[src/source/csr_pkg.sv]
`default_nettype none

package csr_pkg;

   // Data path width of the core
   localparam int XLEN = 32;

   // CSR address field width
   localparam int CSR_ADDR_W = 12;

   // Low halves of the user counters
   localparam logic [CSR_ADDR_W-1:0] CSR_ADDR_CYCLE   = 12'hC00;
   localparam logic [CSR_ADDR_W-1:0] CSR_ADDR_TIME    = 12'hC01;
   localparam logic [CSR_ADDR_W-1:0] CSR_ADDR_INSTRET = 12'hC02;

   // High halves of the user counters
   localparam logic [CSR_ADDR_W-1:0] CSR_ADDR_CYCLEH   = 12'hC80;
   localparam logic [CSR_ADDR_W-1:0] CSR_ADDR_TIMEH    = 12'hC81;
   localparam logic [CSR_ADDR_W-1:0] CSR_ADDR_INSTRETH = 12'hC82;

   // Machine scratch, the only writable CSR here
   localparam logic [CSR_ADDR_W-1:0] CSR_ADDR_MSCRATCH = 12'h340;

   // Request queue depth, equal to the requester's starting credits
   localparam int REQ_DEPTH = 4;

   // Response credits held by the access engine out of reset
   localparam int RSP_DEPTH = 2;

   // Counters stay frozen for this many edges after reset release
   localparam int RESET_STALL_CYCLES = 3;

   // Operation codes follow the low two bits of funct3
   typedef enum logic [1:0] {
      CSR_RW = 2'b01,
      CSR_RS = 2'b10,
      CSR_RC = 2'b11
   } csr_op_e;

   // One access request from the core, 46 bits
   typedef struct packed {
      csr_op_e                 op;
      logic [CSR_ADDR_W-1:0]   addr;
      logic [XLEN-1:0]         wdata;
   } csr_req_t;

   // Response carries the value seen before the write
   typedef struct packed {
      logic [XLEN-1:0] rdata;
      logic            illegal;
   } csr_rsp_t;

endpackage

`default_nettype wire

[src/source/csr_credit_fifo.sv]
`timescale 1ns/1ps
`default_nettype none

module csr_credit_fifo #(
   parameter type item_t = logic [7:0],
   parameter int  DEPTH  = 4
) (
   input  wire logic  clk,
   input  wire logic  rst_n,
   input  wire logic  push,
   input  wire item_t push_data,
   input  wire logic  pop,
   output item_t      head,
   output logic       not_empty,
   output logic       credit
);

   // Pointer and occupancy widths
   localparam int PTR_W = (DEPTH > 1) ? $clog2(DEPTH) : 1;
   localparam int CNT_W = $clog2(DEPTH + 1);

   // Storage, no reset on payload
   item_t mem [DEPTH];

   logic [PTR_W-1:0] wr_ptr;
   logic [PTR_W-1:0] rd_ptr;
   logic [CNT_W-1:0] count;
   logic             full;

   // Wrap at DEPTH so non power of two depths work too
   function automatic logic [PTR_W-1:0] ptr_next(input logic [PTR_W-1:0] p);
      ptr_next = (p == PTR_W'(DEPTH - 1)) ? '0 : p + 1'b1;
   endfunction

   assign full      = (count == CNT_W'(DEPTH));
   assign not_empty = (count != '0);
   assign head      = mem[rd_ptr];

   always_ff @(posedge clk) begin
      if (push) begin
         mem[wr_ptr] <= push_data;
      end
   end

   // Pointers, occupancy and the credit pulse
   always_ff @(posedge clk or negedge rst_n) begin
      if (!rst_n) begin
         wr_ptr <= '0;
         rd_ptr <= '0;
         count  <= '0;
         credit <= 1'b0;
      end else begin
         if (push) begin
            wr_ptr <= ptr_next(wr_ptr);
         end
         if (pop) begin
            rd_ptr <= ptr_next(rd_ptr);
         end
         case ({push, pop})
            2'b10:   count <= count + 1'b1;
            2'b01:   count <= count - 1'b1;
            default: count <= count;
         endcase
         // Each released entry hands one credit back, one cycle later
         credit <= pop;
      end
   end

   // The sender's credit count must keep it from overrunning the queue
   a_no_overflow : assert property (@(posedge clk) disable iff (!rst_n)
      !(push && full));

   // The consumer only pops what it has seen at the head
   a_no_underflow : assert property (@(posedge clk) disable iff (!rst_n)
      !(pop && !not_empty));

endmodule

`default_nettype wire

[src/source/perf_counters.sv]
`timescale 1ns/1ps
`default_nettype none

module perf_counters (
   input  wire logic        clk,
   input  wire logic        rst_n,
   input  wire logic        force_stall_reset,
   input  wire logic        retire,
   output logic [63:0]      cycle_cnt,
   output logic [63:0]      instret_cnt
);

   // Cycle and time share this one register
   always_ff @(posedge clk or negedge rst_n) begin
      if (!rst_n) begin
         cycle_cnt <= 64'h0;
      end else if (!force_stall_reset) begin
         cycle_cnt <= cycle_cnt + 64'h1;
      end
   end

   // Retired instructions counted one per retire strobe
   always_ff @(posedge clk or negedge rst_n) begin
      if (!rst_n) begin
         instret_cnt <= 64'h0;
      end else if (!force_stall_reset && retire) begin
         instret_cnt <= instret_cnt + 64'h1;
      end
   end

   // The cycle counter holds across the post reset window
   a_cycle_frozen : assert property (@(posedge clk) disable iff (!rst_n)
      force_stall_reset |=> $stable(cycle_cnt));

endmodule

`default_nettype wire

[src/source/reset_stall.sv]
`timescale 1ns/1ps
`default_nettype none

module reset_stall (
   input  wire logic clk,
   input  wire logic rst_n,
   output logic      force_stall_reset
);

   import csr_pkg::*;

   // Wide enough to hold the stall length
   localparam int CNT_W = (RESET_STALL_CYCLES > 0) ? $clog2(RESET_STALL_CYCLES + 1) : 1;

   logic [CNT_W-1:0] stall_cnt;

   // Loaded while in reset and counted down once reset is released
   always_ff @(posedge clk or negedge rst_n) begin
      if (!rst_n) begin
         stall_cnt <= CNT_W'(RESET_STALL_CYCLES);
      end else if (stall_cnt != '0) begin
         stall_cnt <= stall_cnt - 1'b1;
      end
   end

   // Stall while any settling edges remain
   assign force_stall_reset = (stall_cnt != '0);

endmodule

`default_nettype wire

[src/source/csr_file.sv]
`timescale 1ns/1ps
`default_nettype none

module csr_file (
   input  wire logic                         clk,
   input  wire logic                         rst_n,
   input  wire logic [csr_pkg::CSR_ADDR_W-1:0] csr_addr,
   input  wire logic [csr_pkg::XLEN-1:0]     csr_wdata,
   input  wire logic                         csr_write,
   input  wire logic                         force_stall_reset,
   input  wire logic                         retire,
   output logic [csr_pkg::XLEN-1:0]          csr_rdata,
   output logic                              csr_illegal
);

   import csr_pkg::*;

   logic [63:0]     cycle_cnt;
   logic [63:0]     instret_cnt;
   logic [XLEN-1:0] mscratch;

   // Decode flags
   logic addr_known;
   logic is_counter;

   perf_counters u_perf_counters (
      .clk               (clk),
      .rst_n             (rst_n),
      .force_stall_reset (force_stall_reset),
      .retire            (retire),
      .cycle_cnt         (cycle_cnt),
      .instret_cnt       (instret_cnt)
   );

   // Read decode, purely combinational
   always_comb begin
      csr_rdata  = '0;
      addr_known = 1'b1;
      is_counter = 1'b1;
      case (csr_addr)
         // Time reads the cycle register
         CSR_ADDR_CYCLE, CSR_ADDR_TIME: begin
            csr_rdata = cycle_cnt[XLEN-1:0];
         end
         CSR_ADDR_CYCLEH, CSR_ADDR_TIMEH: begin
            csr_rdata = cycle_cnt[2*XLEN-1:XLEN];
         end
         CSR_ADDR_INSTRET: begin
            csr_rdata = instret_cnt[XLEN-1:0];
         end
         CSR_ADDR_INSTRETH: begin
            csr_rdata = instret_cnt[2*XLEN-1:XLEN];
         end
         CSR_ADDR_MSCRATCH: begin
            csr_rdata  = mscratch;
            is_counter = 1'b0;
         end
         // Unknown address reads back zero
         default: begin
            addr_known = 1'b0;
            is_counter = 1'b0;
         end
      endcase
   end

   // Counters are read only from the core side
   assign csr_illegal = !addr_known || (csr_write && is_counter);

   // Only mscratch takes the write strobe
   always_ff @(posedge clk or negedge rst_n) begin
      if (!rst_n) begin
         mscratch <= '0;
      end else if (csr_write && csr_addr == CSR_ADDR_MSCRATCH) begin
         mscratch <= csr_wdata;
      end
   end

endmodule

`default_nettype wire

[src/source/csr_access.sv]
`timescale 1ns/1ps
`default_nettype none

module csr_access (
   input  wire logic                           clk,
   input  wire logic                           rst_n,
   input  wire csr_pkg::csr_req_t              req,
   input  wire logic                           req_ready,
   input  wire logic                           rsp_credit,
   input  wire logic [csr_pkg::XLEN-1:0]       csr_rdata,
   input  wire logic                           csr_illegal,
   output logic                                req_pop,
   output logic [csr_pkg::CSR_ADDR_W-1:0]      csr_addr,
   output logic [csr_pkg::XLEN-1:0]            csr_wdata,
   output logic                                csr_write,
   output logic                                rsp_valid,
   output csr_pkg::csr_rsp_t                   rsp
);

   import csr_pkg::*;

   // Credit counter covers 0 to RSP_DEPTH
   localparam int CRED_W = $clog2(RSP_DEPTH + 1);

   logic [CRED_W-1:0] rsp_credits;
   logic              has_credit;
   logic              wr_intent;
   logic [XLEN-1:0]   new_value;

   assign has_credit = (rsp_credits != '0);

   // Serve the head whenever a response slot is guaranteed
   assign req_pop = req_ready && has_credit;

   assign csr_addr = req.addr;

   // New value from the old CSR value and the request data
   always_comb begin
      new_value = csr_rdata;
      wr_intent = 1'b0;
      case (req.op)
         CSR_RW: begin
            new_value = req.wdata;
            wr_intent = 1'b1;
         end
         // Set and clear with zero data are plain reads
         CSR_RS: begin
            new_value = csr_rdata | req.wdata;
            wr_intent = (req.wdata != '0);
         end
         CSR_RC: begin
            new_value = csr_rdata & ~req.wdata;
            wr_intent = (req.wdata != '0);
         end
         default: begin
            new_value = csr_rdata;
            wr_intent = 1'b0;
         end
      endcase
   end

   assign csr_wdata = new_value;

   // Write strobe lands at the pop edge; csr_file drops illegal targets
   assign csr_write = req_pop && wr_intent;

   // Spend a credit per pop, regain one per returned pulse
   always_ff @(posedge clk or negedge rst_n) begin
      if (!rst_n) begin
         rsp_credits <= CRED_W'(RSP_DEPTH);
      end else begin
         rsp_credits <= rsp_credits + CRED_W'(rsp_credit) - CRED_W'(req_pop);
      end
   end

   always_ff @(posedge clk or negedge rst_n) begin
      if (!rst_n) begin
         rsp_valid <= 1'b0;
      end else begin
         rsp_valid <= req_pop;
      end
   end

   // Old value and illegal flag captured before the write takes effect
   always_ff @(posedge clk) begin
      if (req_pop) begin
         rsp.rdata   <= csr_rdata;
         rsp.illegal <= csr_illegal;
      end
   end

   // The receiver never returns more credits than it was given
   a_credit_bound : assert property (@(posedge clk) disable iff (!rst_n)
      rsp_credits <= CRED_W'(RSP_DEPTH));

endmodule

`default_nettype wire

[src/source/csr_unit_top.sv]
`timescale 1ns/1ps
`default_nettype none

module csr_unit_top (
   input  wire logic              clk,
   input  wire logic              rst_n,
   input  wire logic              req_valid,
   input  wire csr_pkg::csr_req_t req,
   input  wire logic              retire,
   input  wire logic              rsp_credit,
   output logic                   req_credit,
   output logic                   rsp_valid,
   output csr_pkg::csr_rsp_t      rsp
);

   import csr_pkg::*;

   // Queue head towards the access engine
   csr_req_t req_head;
   logic     req_ready;
   logic     req_pop;

   // CSR file port
   logic [CSR_ADDR_W-1:0] csr_addr;
   logic [XLEN-1:0]       csr_wdata;
   logic                  csr_write;
   logic [XLEN-1:0]       csr_rdata;
   logic                  csr_illegal;

   logic force_stall_reset;

   // Request queue, credits flow back to the requester
   csr_credit_fifo #(
      .item_t (csr_req_t),
      .DEPTH  (REQ_DEPTH)
   ) u_req_fifo (
      .clk       (clk),
      .rst_n     (rst_n),
      .push      (req_valid),
      .push_data (req),
      .pop       (req_pop),
      .head      (req_head),
      .not_empty (req_ready),
      .credit    (req_credit)
   );

   csr_access u_csr_access (
      .clk         (clk),
      .rst_n       (rst_n),
      .req         (req_head),
      .req_ready   (req_ready),
      .rsp_credit  (rsp_credit),
      .csr_rdata   (csr_rdata),
      .csr_illegal (csr_illegal),
      .req_pop     (req_pop),
      .csr_addr    (csr_addr),
      .csr_wdata   (csr_wdata),
      .csr_write   (csr_write),
      .rsp_valid   (rsp_valid),
      .rsp         (rsp)
   );

   csr_file u_csr_file (
      .clk               (clk),
      .rst_n             (rst_n),
      .csr_addr          (csr_addr),
      .csr_wdata         (csr_wdata),
      .csr_write         (csr_write),
      .force_stall_reset (force_stall_reset),
      .retire            (retire),
      .csr_rdata         (csr_rdata),
      .csr_illegal       (csr_illegal)
   );

   // Freezes the counters right after reset
   reset_stall u_reset_stall (
      .clk               (clk),
      .rst_n             (rst_n),
      .force_stall_reset (force_stall_reset)
   );

endmodule

`default_nettype wire

[config.mk]
export PLATFORM = sky130hd
export DESIGN_NAME = csr_unit_top
export DESIGN_NICKNAME = d
export VERILOG_FILES = /design/src/source/csr_pkg.sv /design/src/source/csr_credit_fifo.sv /design/src/source/perf_counters.sv /design/src/source/reset_stall.sv /design/src/source/csr_file.sv /design/src/source/csr_access.sv /design/src/source/csr_unit_top.sv
export SDC_FILE = /design/constraint.sdc
export NUM_CORES = 1
export LEC_CHECK = 0
export ABC_AREA = 1
export BUFFER_PORTS_ARGS = -buffer_cell sky130_fd_sc_hd__buf_2
export CAP_MARGIN = 25
export CORE_UTILIZATION = 40
export CTS_BUF_LIST = sky130_fd_sc_hd__clkbuf_8
export CTS_CLUSTER_SIZE = 30
export DETAILED_ROUTE_END_ITERATION = 6
export GPL_TIMING_DRIVEN = 0
export PLACE_DENSITY_LB_ADDON = 0.15
export RECOVER_POWER = 50
export SYNTH_ARGS = -nofsm -noshare
export SYNTH_HDL_FRONTEND = slang
export SYNTH_SLANG_ARGS = --single-unit
[constraint.sdc]
create_clock -name clk -period 5.2 [get_ports clk]
set_clock_uncertainty 0.15 [all_clocks]
set_input_delay 0.52 -clock clk [delete_from_list [all_inputs] [get_ports clk]]
set_output_delay 0.52 -clock clk [all_outputs]
set_load 0.005 [all_outputs]
Word level (Yosys, flattened, before mapping)

Memories as Yosys holds them, arrays and structs flattened.
Index checks and enable logic that the tools add are counted.

Add/sub/neg operators: 9
Eq/ne operators: 14
Mux-type cells: 10
Bitwise logic cells: 3
Reductions and logical operators: 18

Operators by type and width:

| cell                    | count |
|---|---|
| $pmux W32 S5            | 1 |
| $add A64 B1 Y64 const B | 2 |
| $pmux W32 S3            | 1 |
| $eq A12 B12 Y1 const B  | 6 |
| $and A32 B32 Y32        | 1 |
| $not A32 Y32            | 1 |
| $or A32 B32 Y32         | 1 |
| $reduce_bool A32 Y1     | 1 |
| $eq A12 B10 Y1 const B  | 1 |
| $eq A2 B2 Y1 const B    | 5 |
| $reduce_or A7 Y1        | 1 |
| $pmux W3 S2             | 1 |
| $reduce_bool A2 Y1      | 3 |
| $reduce_or A2 Y1        | 3 |
| $reduce_or A6 Y1        | 1 |
| $logic_and A1 B1 Y1     | 5 |
| $add A2 B1 Y2 const B   | 2 |
| $eq A2 B1 Y1 const B    | 2 |
| $mux W1                 | 4 |
| $mux W2                 | 2 |
| $add A3 B1 Y3 const B   | 1 |
| $reduce_bool A3 Y1      | 1 |
| $sub A3 B1 Y3 const B   | 1 |
| $add A2 B1 Y2           | 1 |
| 5 further kinds         | 6 |

Register bits: 205
Bits in writable memories: 184
Word-level logic and storage cells: 66
Memories kept: 1

Memory list:

| name           | depth | width | read ports | clocked after memory_dff | wr ports | RTL line              | RTL |
|---|---|---|---|---|---|---|---|
| u_req_fifo.mem | 4     | 46    | 1          | 0                        | 1        | csr_credit_fifo.sv:23 | `item_t mem [DEPTH];` |

Logic depth before layout (Yosys ltp)

Gate-level depths: netlist of run 1.
An unclocked memory read counts as a cell.

Word-level depth: 7
Depth in mapped cells: 18
Mapped depth without buffers: 14

Cells and area by module

Synthesis of run 1 repeated with hierarchy kept, for this count alone.

Cells, all modules: 2509
Area, all modules: 20905.0 µm²

Modules (own cells, without submodules):

| module          | instances | cells each | area an instance (µm²) | seq. area each (µm²) |
|---|---|---|---|---|
| csr_credit_fifo | 1         | 682        | 8195.4                 | 5725.5 |
| perf_counters   | 1         | 1034       | 7538.5                 | 3203.1 |
| csr_file        | 1         | 553        | 3057.9                 | 800.8 |
| csr_access      | 1         | 229        | 2016.9                 | 1067.3 |
| reset_stall     | 1         | 11         | 96.3                   | 52.6 |

Worst setup path before layout of run 1

OpenSTA, ideal clock, no wires.

Path type: reg-to-reg
From: register u_csr_access.rsp_credits[1]
To: register u_req_fifo.count[2]
Setup time: 0.124 ns
Arrival time: 2.450 ns
Data required time: 4.926 ns
Slack: 2.476 ns
Stages on the path, launching flop included: 9
Buffers on the path: 0
Path through: dfstp_2 > o32ai_1 > inv_1 > ha_1 > inv_1 > fa_1 > a21oi_1 > o21ai_0 > xnor2_1

Word-level cells in the longest chain between the ends: 4
Elaborated cells on any way between the ends: 6
Those cells by class: 2 x eq/ne; 1 x mux; 3 x reduce/logical

Ends and longest elaborated chain:

| what                                                     | RTL line              | RTL |
|---|---|---|
| start, declared                                          | csr_access.sv:25      | `logic [CRED_W-1:0] rsp_credits;` |
| start signal, assigned                                   | csr_access.sv:70      | `rsp_credits <= CRED_W'(RSP_DEPTH);` |
| start signal, assigned                                   | csr_access.sv:72      | `rsp_credits <= rsp_credits + CRED_W'(rsp_credit) - CRED_W'(req_pop);` |
| $reduce_bool A2 Y1 (*)                                   | csr_access.sv:30      | `assign has_credit = (rsp_credits != '0);` |
| $logic_and A1 B1 Y1 (*)                                  | csr_access.sv:33      | `assign req_pop = req_ready && has_credit;` |
| net req_pop                                              | csr_unit_top.sv:21    | `logic req_pop;` |
| $eq A2 B1 Y1 / $eq A2 B2 Y1 (equally long branches)      | csr_credit_fifo.sv:59 | `case ({push, pop})` |
| $pmux W3 S2 / $reduce_bool A2 Y1 (equally long branches) | --                    |  |
| end signal, assigned                                     | csr_credit_fifo.sv:60 | `2'b10: count <= count + 1'b1;` |
| end signal, assigned                                     | csr_credit_fifo.sv:61 | `2'b01: count <= count - 1'b1;` |
| end signal, assigned                                     | csr_credit_fifo.sv:62 | `default: count <= count;` |
| end, declared                                            | csr_credit_fifo.sv:27 | `logic [CNT_W-1:0] count;` |

The timed path passes the listed nets; every way through them passes the cells marked *.
A chain may end at the register's enable or synchronous reset.

Final worst setup path of run 1

From: register u_reset_stall.stall_cnt[0]
To: register u_csr_file.u_perf_counters.instret_cnt[60]

Word-level cells in the longest chain between the ends: 3

Ends and longest elaborated chain:

| what                   | RTL line            | RTL |
|---|---|---|
| start, declared        | reset_stall.sv:15   | `logic [CNT_W-1:0] stall_cnt;` |
| start signal, assigned | reset_stall.sv:20   | `stall_cnt <= CNT_W'(RESET_STALL_CYCLES);` |
| start signal, assigned | reset_stall.sv:22   | `stall_cnt <= stall_cnt - 1'b1;` |
| $reduce_bool A2 Y1     | reset_stall.sv:27   | `assign force_stall_reset = (stall_cnt != '0);` |
| $logic_not A1 Y1       | perf_counters.sv:26 | `end else if (!force_stall_reset && retire) begin` |
| $logic_and A1 B1 Y1    | perf_counters.sv:26 |  |
| end signal, assigned   | perf_counters.sv:27 | `instret_cnt <= instret_cnt + 64'h1;` |
| end, declared          | perf_counters.sv:10 | `output logic [63:0] instret_cnt` |

Every way passes these cells.

==> reports/qor.yml, run 1 <==
status: "complete, but fails checks"
violations: "max-capacitance violations, max-slew violations"
tns_ps: 0
max_stage_delay_ps: 610
area_delta_synth_final_pct: 16.2
io_buffers: 84
totalWireLength_mm: 61.4
wl_per_cell_um: 20.4
io_pins: 86
globalRoute.totalOverflow: 0
rr_endpoint: "u_csr_file.u_perf_counters.instret_cnt[60]"
synth_most_common_cell: "nand2_1"
synth-simple-area-share_pct: 27.7
synth_xor_area_share_pct: 5.86
synth_edf_count: 217
vias: 15477
critPathCaptureType: "register"
fin_cells: 3013
setup_viol: 0
grt_max_degree: 89
cts_tree: "yes"
max_freq_mhz: 287
finalCritPeriodShare_pct: 67.1
grt_pass1_wl_mm: 92.9
rsz0062_at_grt: "false"
required_ps: 5590
syn_avg_cell_area_um2: 9.05
viasPerCell: 5.14
place_hpwl_mm: 46.5
synth_top_family_by_area: "simple AND/OR/NAND/NOR gates"
r2r_cells: 11
synth.distinct_cells: 42
syn_inst: 2131
crit_chain: "inv_1 -> ha_1 -> clkbuf_1 -> nand2_1 -> nor2_1 -> inv_1 -> nor2_1 -> nand4_1 -> nor3_1 -> nand4_1 -> xnor2_1"
ys_seq_elements: 389
critPathSlowestCell: "nor3_1"
crit_type: "register to register"
cp_top_family: "simple AND/OR/NAND/NOR gates"
hold_class: "input port to register"
max_slew_margin_pct: -54.7
hold_viol_final: 0
synth_compound_area_share_pct: 3.36
maxSlewViolCount: 85
nNetsFinal: 2404
path_clk_slew_ps: 60
cts_num_sinks: 389
htree_levels: 3
root_buffer: "clkbuf_8"
start_util_pct: 40.5
critical_path_buf_inv_count: 3
period_minus_slack_ps: 3490
first_pass_iters: 6
antenna_found_initial: 3
r2r_slack_ps: 1710
synth_seq_area_share_pct: 56.1
clock_path_buffers: 3
die_w_um: 222
synth_mux_area_share_pct: 0
layout-drive-gt1-share_pct: 10.0
arrival_ps: 3880
clk_latency_ps: 670
worst_pin_slew_ps: 2320
syn_area_um2: 19300
power_density_nw_per_um2: 454
ant_nets: 0
crit_fanout: 9
synth_area_leaders: "edfxtp_1 (34%), dfrtp_1 (22%), nand2_1 (12%)"
track_usage_pct: 25.4
place_inst: 2836
async_flop_share_pct: 44.2
p_leak_nw: 9.98
synth.net_count: 2194
ir_worst_vdd_mv: 0.254
die-area_um2: 49100
whs_path_depth: 3
drv_cap: 1
start_kind: "register"
holdPathEnd: "u_req_fifo.wr_ptr[1]"
rows: 80
synth_top_area_share_pct: 33.8
synthFlopType: "edfxtp_1"
hold_start: "req_valid"
synth_common_cells: "nand2_1 (608), nor2_1 (233), edfxtp_1 (217)"
grt_pass1_vias: 15196
synth_largest_area_cell: "edfxtp_1"
synthAdderAreaFrac_pct: 0.818
post_cts_buffers: 0
ys_warn_count: 0
drc: 0
fillers: 4611
globalplace.congestion: 0.960
first_iter_violations: 1479
coreArea_um2: 47600
reg2reg_from: "u_reset_stall.stall_cnt[0]"
numCtsBuffers: 70
die_h_um: 222
## worst register-to-register path, stage by stage (launching register included)
cell and delay, ps:
dfstp_1 380, inv_1 60, ha_1 130, clkbuf_1 350, nand2_1 330, nor2_1 320, inv_1 90, nor2_1 300
nand4_1 290, nor3_1 610, nand4_1 200, xnor2_1 180
## registers in the layout, indices dropped and copies added, names as in the netlist
| signal | flops |
|---|---|
| u_req_fifo.wr_ptr | 2 |
| u_csr_file.mscratch | 32 |
| u_csr_access.rsp_valid | 1 |
| u_csr_file.u_perf_counters.instret_cnt | 64 |
| u_csr_access.rsp_credits | 2 |
| u_csr_access.rsp | 33 |
| u_req_fifo.count | 3 |
| u_reset_stall.stall_cnt | 2 |
| u_csr_file.u_perf_counters.cycle_cnt | 64 |
| u_req_fifo.mem | 184 |
| u_req_fifo.rd_ptr | 2 |
## layout by cell type, fill, tap and decap left out, drive strengths merged, types with 13 or more instances in the layout
| master | count |
|---|---|
| a21boi | 31 |
| a21oi | 13 |
| buf | 105 |
| clkbuf | 144 |
| clkinv | 24 |
| dfrtp | 169 |
| dlygate4sd3 | 48 |
| edfxtp | 217 |
| inv | 216 |
| nand2 | 610 |
| nand3 | 142 |
| nand4 | 141 |
| nor2 | 239 |
| nor3 | 62 |
| o21ai | 49 |
| xnor2 | 31 |
| xor2 | 98 |
## cells by family after synthesis
kind of cell             Yosys count
AND/OR/NAND/NOR                 1222
AO/OA/AOI/OAI                    103
XOR/XNOR                         129
flip-flops                       389
adder cells (fa/ha/maj)           12
buffers and inverters            276
## where the power goes
group	internal, mW	switching [mW]	leakage [nW]
combinational	0.952	2.41	4.93
sequential	3.80	0.165	4.28
clock	1.50	1.34	0.777
## through the flow
stage | hold slack [ps] | util [%] | power (mW) | instance area, um^2 | setup WS, ps
2_1_floorplan | 74.4 | - | 6.11 | 19300 | 2480
3_3_place_gp | 311 | 43.0 | 7.28 | 20500 | 384
3_5_place_dp | 330 | 43.2 | 7.36 | 20600 | 1820
4_1_cts | 15.7 | 47.2 | 10.3 | 22500 | 1790
5_1_grt | 79.6 | 47.0 | 10.8 | 22400 | 1360
6_report | 51.8 | 47.0 | 10.2 | 22400 | 1710
## what timing repair did
item / CTS / global route
hold endpoints to repair: 269 / 0
hold buffers: 48 / 0
gates resized for setup: 0 / 0
## worst max-delay path by stage
| stage | end | depth (start not counted) | slack [ps] | startpoint |
|---|---|---|---|---|
| after global placement | u_csr_file.u_perf_counters.instret_cnt[59] | 1 | 380 | rst_n |
| after detailed placement | u_csr_access.rsp[12] | 14 | 1820 | u_req_fifo.rd_ptr[0] |
| after floorplan | u_req_fifo.count[2] | 8 | 2480 | u_csr_access.rsp_credits[1] |
| final | u_csr_file.u_perf_counters.instret_cnt[60] | 11 | 1710 | u_reset_stall.stall_cnt[0] |
| after CTS | u_csr_access.rsp[12] | 14 | 1790 | u_req_fifo.rd_ptr[0] |
| after global routing | u_csr_file.u_perf_counters.instret_cnt[53] | 14 | 1360 | u_reset_stall.stall_cnt[0] |
## per-layer routing
layer	GRT usage, %	part of all wire (%)	vias to the layer above	routed length [um]
met5	0	0.021	-	13
met4	9.25	3.4	2	2090
met3	5.41	6.3	121	3880
met2	41.1	46	508	28500
met1	33.6	44	7338	26900
li1	-	-	7508	-
## area by class of cell
class	count	area, um^2	area share [%]
multi-input combinational	1466	7270	32.5
inverter	195	734	3.28
sequential	389	10800	48.3
clock buffer	78	1070	4.79
timing repair buffer	138	971	4.34
clock inverter	49	312	1.39
antenna	2	5.00	0.0223
buffer	81	435	1.94
tap	615	769	3.44
No activity file was read; power rests on OpenSTA's default activity.
==> run 2: changes to the inputs <==
Clock period 5.2 ns to 3.1 ns, I/O delays scaled along.
==> reports/qor.yml, run 2 (synthesis gave the netlist of run 1 again) <==
power_density_nw_per_um2: 760  # was 454 nW/um^2
internal-power_mw: 10.6  # was 6.25 mW
largest_register_ffs: 184  # unchanged
ir_worst_vdd_mv: 0.425  # was 0.254 mV
final_area_um2: 22700  # was 22400 um^2
clk_latency_ps: 670  # about the same
vias: 15658  # was 15477
arrival_ps: 3300  # was 3880 ps
crit_path_end: "u_csr_access.rsp[30]"  # was u_csr_file.u_perf_counters.instret_cnt[60]
root_buffer: "clkbuf_8"  # unchanged
comb_power_share_pct: 33.6  # was 33.1%
track_usage_pct: 25.4  # about the same
ant_nets: 0  # unchanged
fillers: 4600  # was 4611
rows: 80  # unchanged
status: "complete, but fails checks"  # unchanged
io_buffers: 84  # unchanged
rr_endpoint: "u_csr_access.rsp[30]"  # was u_csr_file.u_perf_counters.instret_cnt[60]
p_leak_nw: 10.0  # was 9.98 nW
nNetsFinal: 2407  # was 2404
start_util_pct: 40.5  # unchanged
top_register: "u_req_fifo.mem"  # unchanged
r2r_cells: 14  # was 11
drc: 0  # unchanged
maxSlewViolCount: 85  # unchanged
crit_fanout: 10  # was 9
place_inst: 2836  # unchanged
cp-startpoint: "u_req_fifo.rd_ptr[1]"  # was u_reset_stall.stall_cnt[0]
pwr-share-seq_pct: 38.7  # was 39.0%
grt_max_degree: 89  # unchanged
hold_viol_final: 0  # unchanged
place_hpwl_mm: 46.5  # unchanged
final_common_cell: "nand2_1"  # unchanged
final_cell_mix: "nand2_1 (601), nor2_1 (219), edfxtp_1 (217), inv_1 (203), dfrtp_1 (169)"  # was nand2_1 (609), nor2_1 (234), edfxtp_1 (217), inv_1 (204), dfrtp_1 (169)
max_slew_margin_pct: -54.4  # was -54.7%
finalCritPeriodShare_pct: 95.9  # was 67.1%
r2r_slack_ps: 130  # was 1710 ps
power_mw: 17.2  # was 10.2 mW
worst_pin_slew_ps: 2320  # about the same
wl_per_cell_um: 20.4  # about the same
netSwitchingFraction_pct: 38.6  # was 38.5%
grt_pass1_vias: 15212  # was 15196
grt_pass1_wl_mm: 93.4  # was 92.9 mm
crit_type: "register to register"  # unchanged
layout-drive-gt1-share_pct: 11.6  # was 10.0%
fin_cells: 3017  # was 3013
globalplace.congestion: 0.960  # unchanged
path_clk_slew_ps: 60  # about the same
io_pins: 86  # unchanged
die_w_um: 222  # unchanged
period_minus_slack_ps: 2970  # was 3490 ps
critPathCaptureType: "register"  # unchanged
max_freq_mhz: 337  # was 287 MHz
reg2reg_from: "u_req_fifo.rd_ptr[1]"  # was u_reset_stall.stall_cnt[0]
area_delta_synth_final_pct: 17.5  # was 16.2%
totalWireLength_mm: 61.7  # was 61.4 mm
max_stage_delay_ps: 400  # was 610 ps
viasPerCell: 5.19  # was 5.14
hold_start: "rsp_credit"  # was req_valid
largest_registers: "u_req_fifo.mem x184, u_csr_file.u_perf_counters.cycle_cnt x64, u_csr_file.u_perf_counters.instret_cnt x64"  # unchanged
htree_levels: 3  # unchanged
start_kind: "register"  # unchanged
die-area_um2: 49100  # unchanged
coreArea_um2: 47600  # unchanged
cts_tree: "yes"  # unchanged
clkPwrFrac_pct: 27.7  # was 28.0%
place_area_um2: 20600  # unchanged
p_sw_mw: 6.64  # was 3.92 mW
globalRoute.totalOverflow: 0  # unchanged
rsz0062_at_grt: "true"  # was false
hold_class: "input port to register"  # unchanged
first_iter_violations: 1445  # was 1479
clock_path_buffers: 3  # unchanged
setup_viol: 0  # unchanged
drv_cap: 1  # unchanged
first_pass_iters: 6  # unchanged
violations: "max-capacitance violations, max-slew violations"  # unchanged
required_ps: 3430  # was 5590 ps
cts_num_sinks: 389  # unchanged
crit_chain: "buf_6 -> buf_6 -> buf_4 -> nand2_1 -> nand2_1 -> nand2_1 -> nor2_4 -> clkbuf_4 -> nor2_1 -> nor2_1 -> inv_1 -> nand2_1 -> inv_2 -> nor2_2"  # was inv_1 -> ha_1 -> clkbuf_1 -> nand2_1 -> nor2_1 -> inv_1 -> nor2_1 -> nand4_1 -> nor3_1 -> nand4_1 -> xnor2_1
die_h_um: 222  # unchanged
critPathSlowestCell: "dfrtp_1"  # was nor3_1
numCtsBuffers: 70  # unchanged
antenna_found_initial: 2  # was 3
cpMostUsedCell: "nand2_1"
-- run 2: cell count changes in the layout (fill, tap and decap cells not counted), moves of 4 or more --
| cell | change |
|---|---|
| buf_4 | +4 |
| clkbuf_2 | +4 |
| nor2_1 | -15 |
| nor2_4 | +5 |
| nor2_2 | +10 |
| nor3_1 | -6 |
| buf_2 | -17 |
| nand2_1 | -8 |
| nor3_2 | +5 |
| nand2_2 | +8 |
| clkbuf_4 | +7 |
-- run 2: worst max-delay path: cells and delay by family, from the launching register on --
kind / cells / cell delay [ps]
flops: 1 / 400
buf+inv: 6 / 1100
simple gates: 8 / 1100
-- run 2: area by class of cell --
cell class / instances / area (um^2) / area share [%]
flip-flops and latches: 389 / 10800 / 47.8
clock inverters: 49 / 312 / 1.38
repair buffers: 142 / 996 / 4.40
plain buffers: 80 / 474 / 2.09
diodes: 3 / 7.51 / 0.0331
inverters: 195 / 734 / 3.24
multi-input cells: 1466 / 7460 / 32.9
clock buffers: 78 / 1070 / 4.74
well taps: 615 / 769 / 3.40
-- run 2: metal layers --
layer,up-vias,track usage (%),wire [um]
li1,7530,-,-
met1,7517,34.3,27600
met2,513,41.6,29000
met3,98,4.47,3320
met4,0,8.13,1720
met5,-,0,0
-- run 2: worst min path at each step --
| stage | to | slack, ps | cells past startpoint |
|---|---|---|---|
| final | u_csr_access.rsp_credits[0] | 270 | 3 |
| after global routing | u_csr_access.rsp_credits[0] | 250 | 3 |
| after CTS | u_csr_file.u_perf_counters.cycle_cnt[32] | 100 | 2 |
| after detailed placement | u_csr_file.u_perf_counters.cycle_cnt[32] | 210 | 1 |
| after global placement | u_req_fifo.count[2] | 310 | 1 |
| after floorplan | u_csr_access.rsp_credits[0] | -140 | 0 |
-- run 2: what timing repair did --
action,CTS,global route
setup endpoints to repair,20,61
resized for setup,9,58
buffers inserted,2,0
hold buffers,50,0
pin swaps,1,1
endpoints found under the hold margin,273,0
-- run 2: power by group through the flow --
stage	registers [mW]	clock network, mW	logic [mW]
after floorplan	6.72	0	3.54
after global placement	6.78	0	5.43
after detailed placement	6.74	0	5.60
after CTS	6.66	4.88	5.71
after global routing	6.72	5.10	6.40
final	6.66	4.77	5.77
-- run 2: through the flow --
step           util, %  hold slack [ps]  worst slack (ps)  setup TNS, ps
2_1_floorplan        -             -136               376              0
3_3_place_gp      43.0              311             -1510        -258010
3_5_place_dp      43.2              210              -281          -1660
4_1_cts           47.3              104              6.81              0
5_1_grt           47.5              246             -31.3          -83.7
6_report          47.5              270               128              0
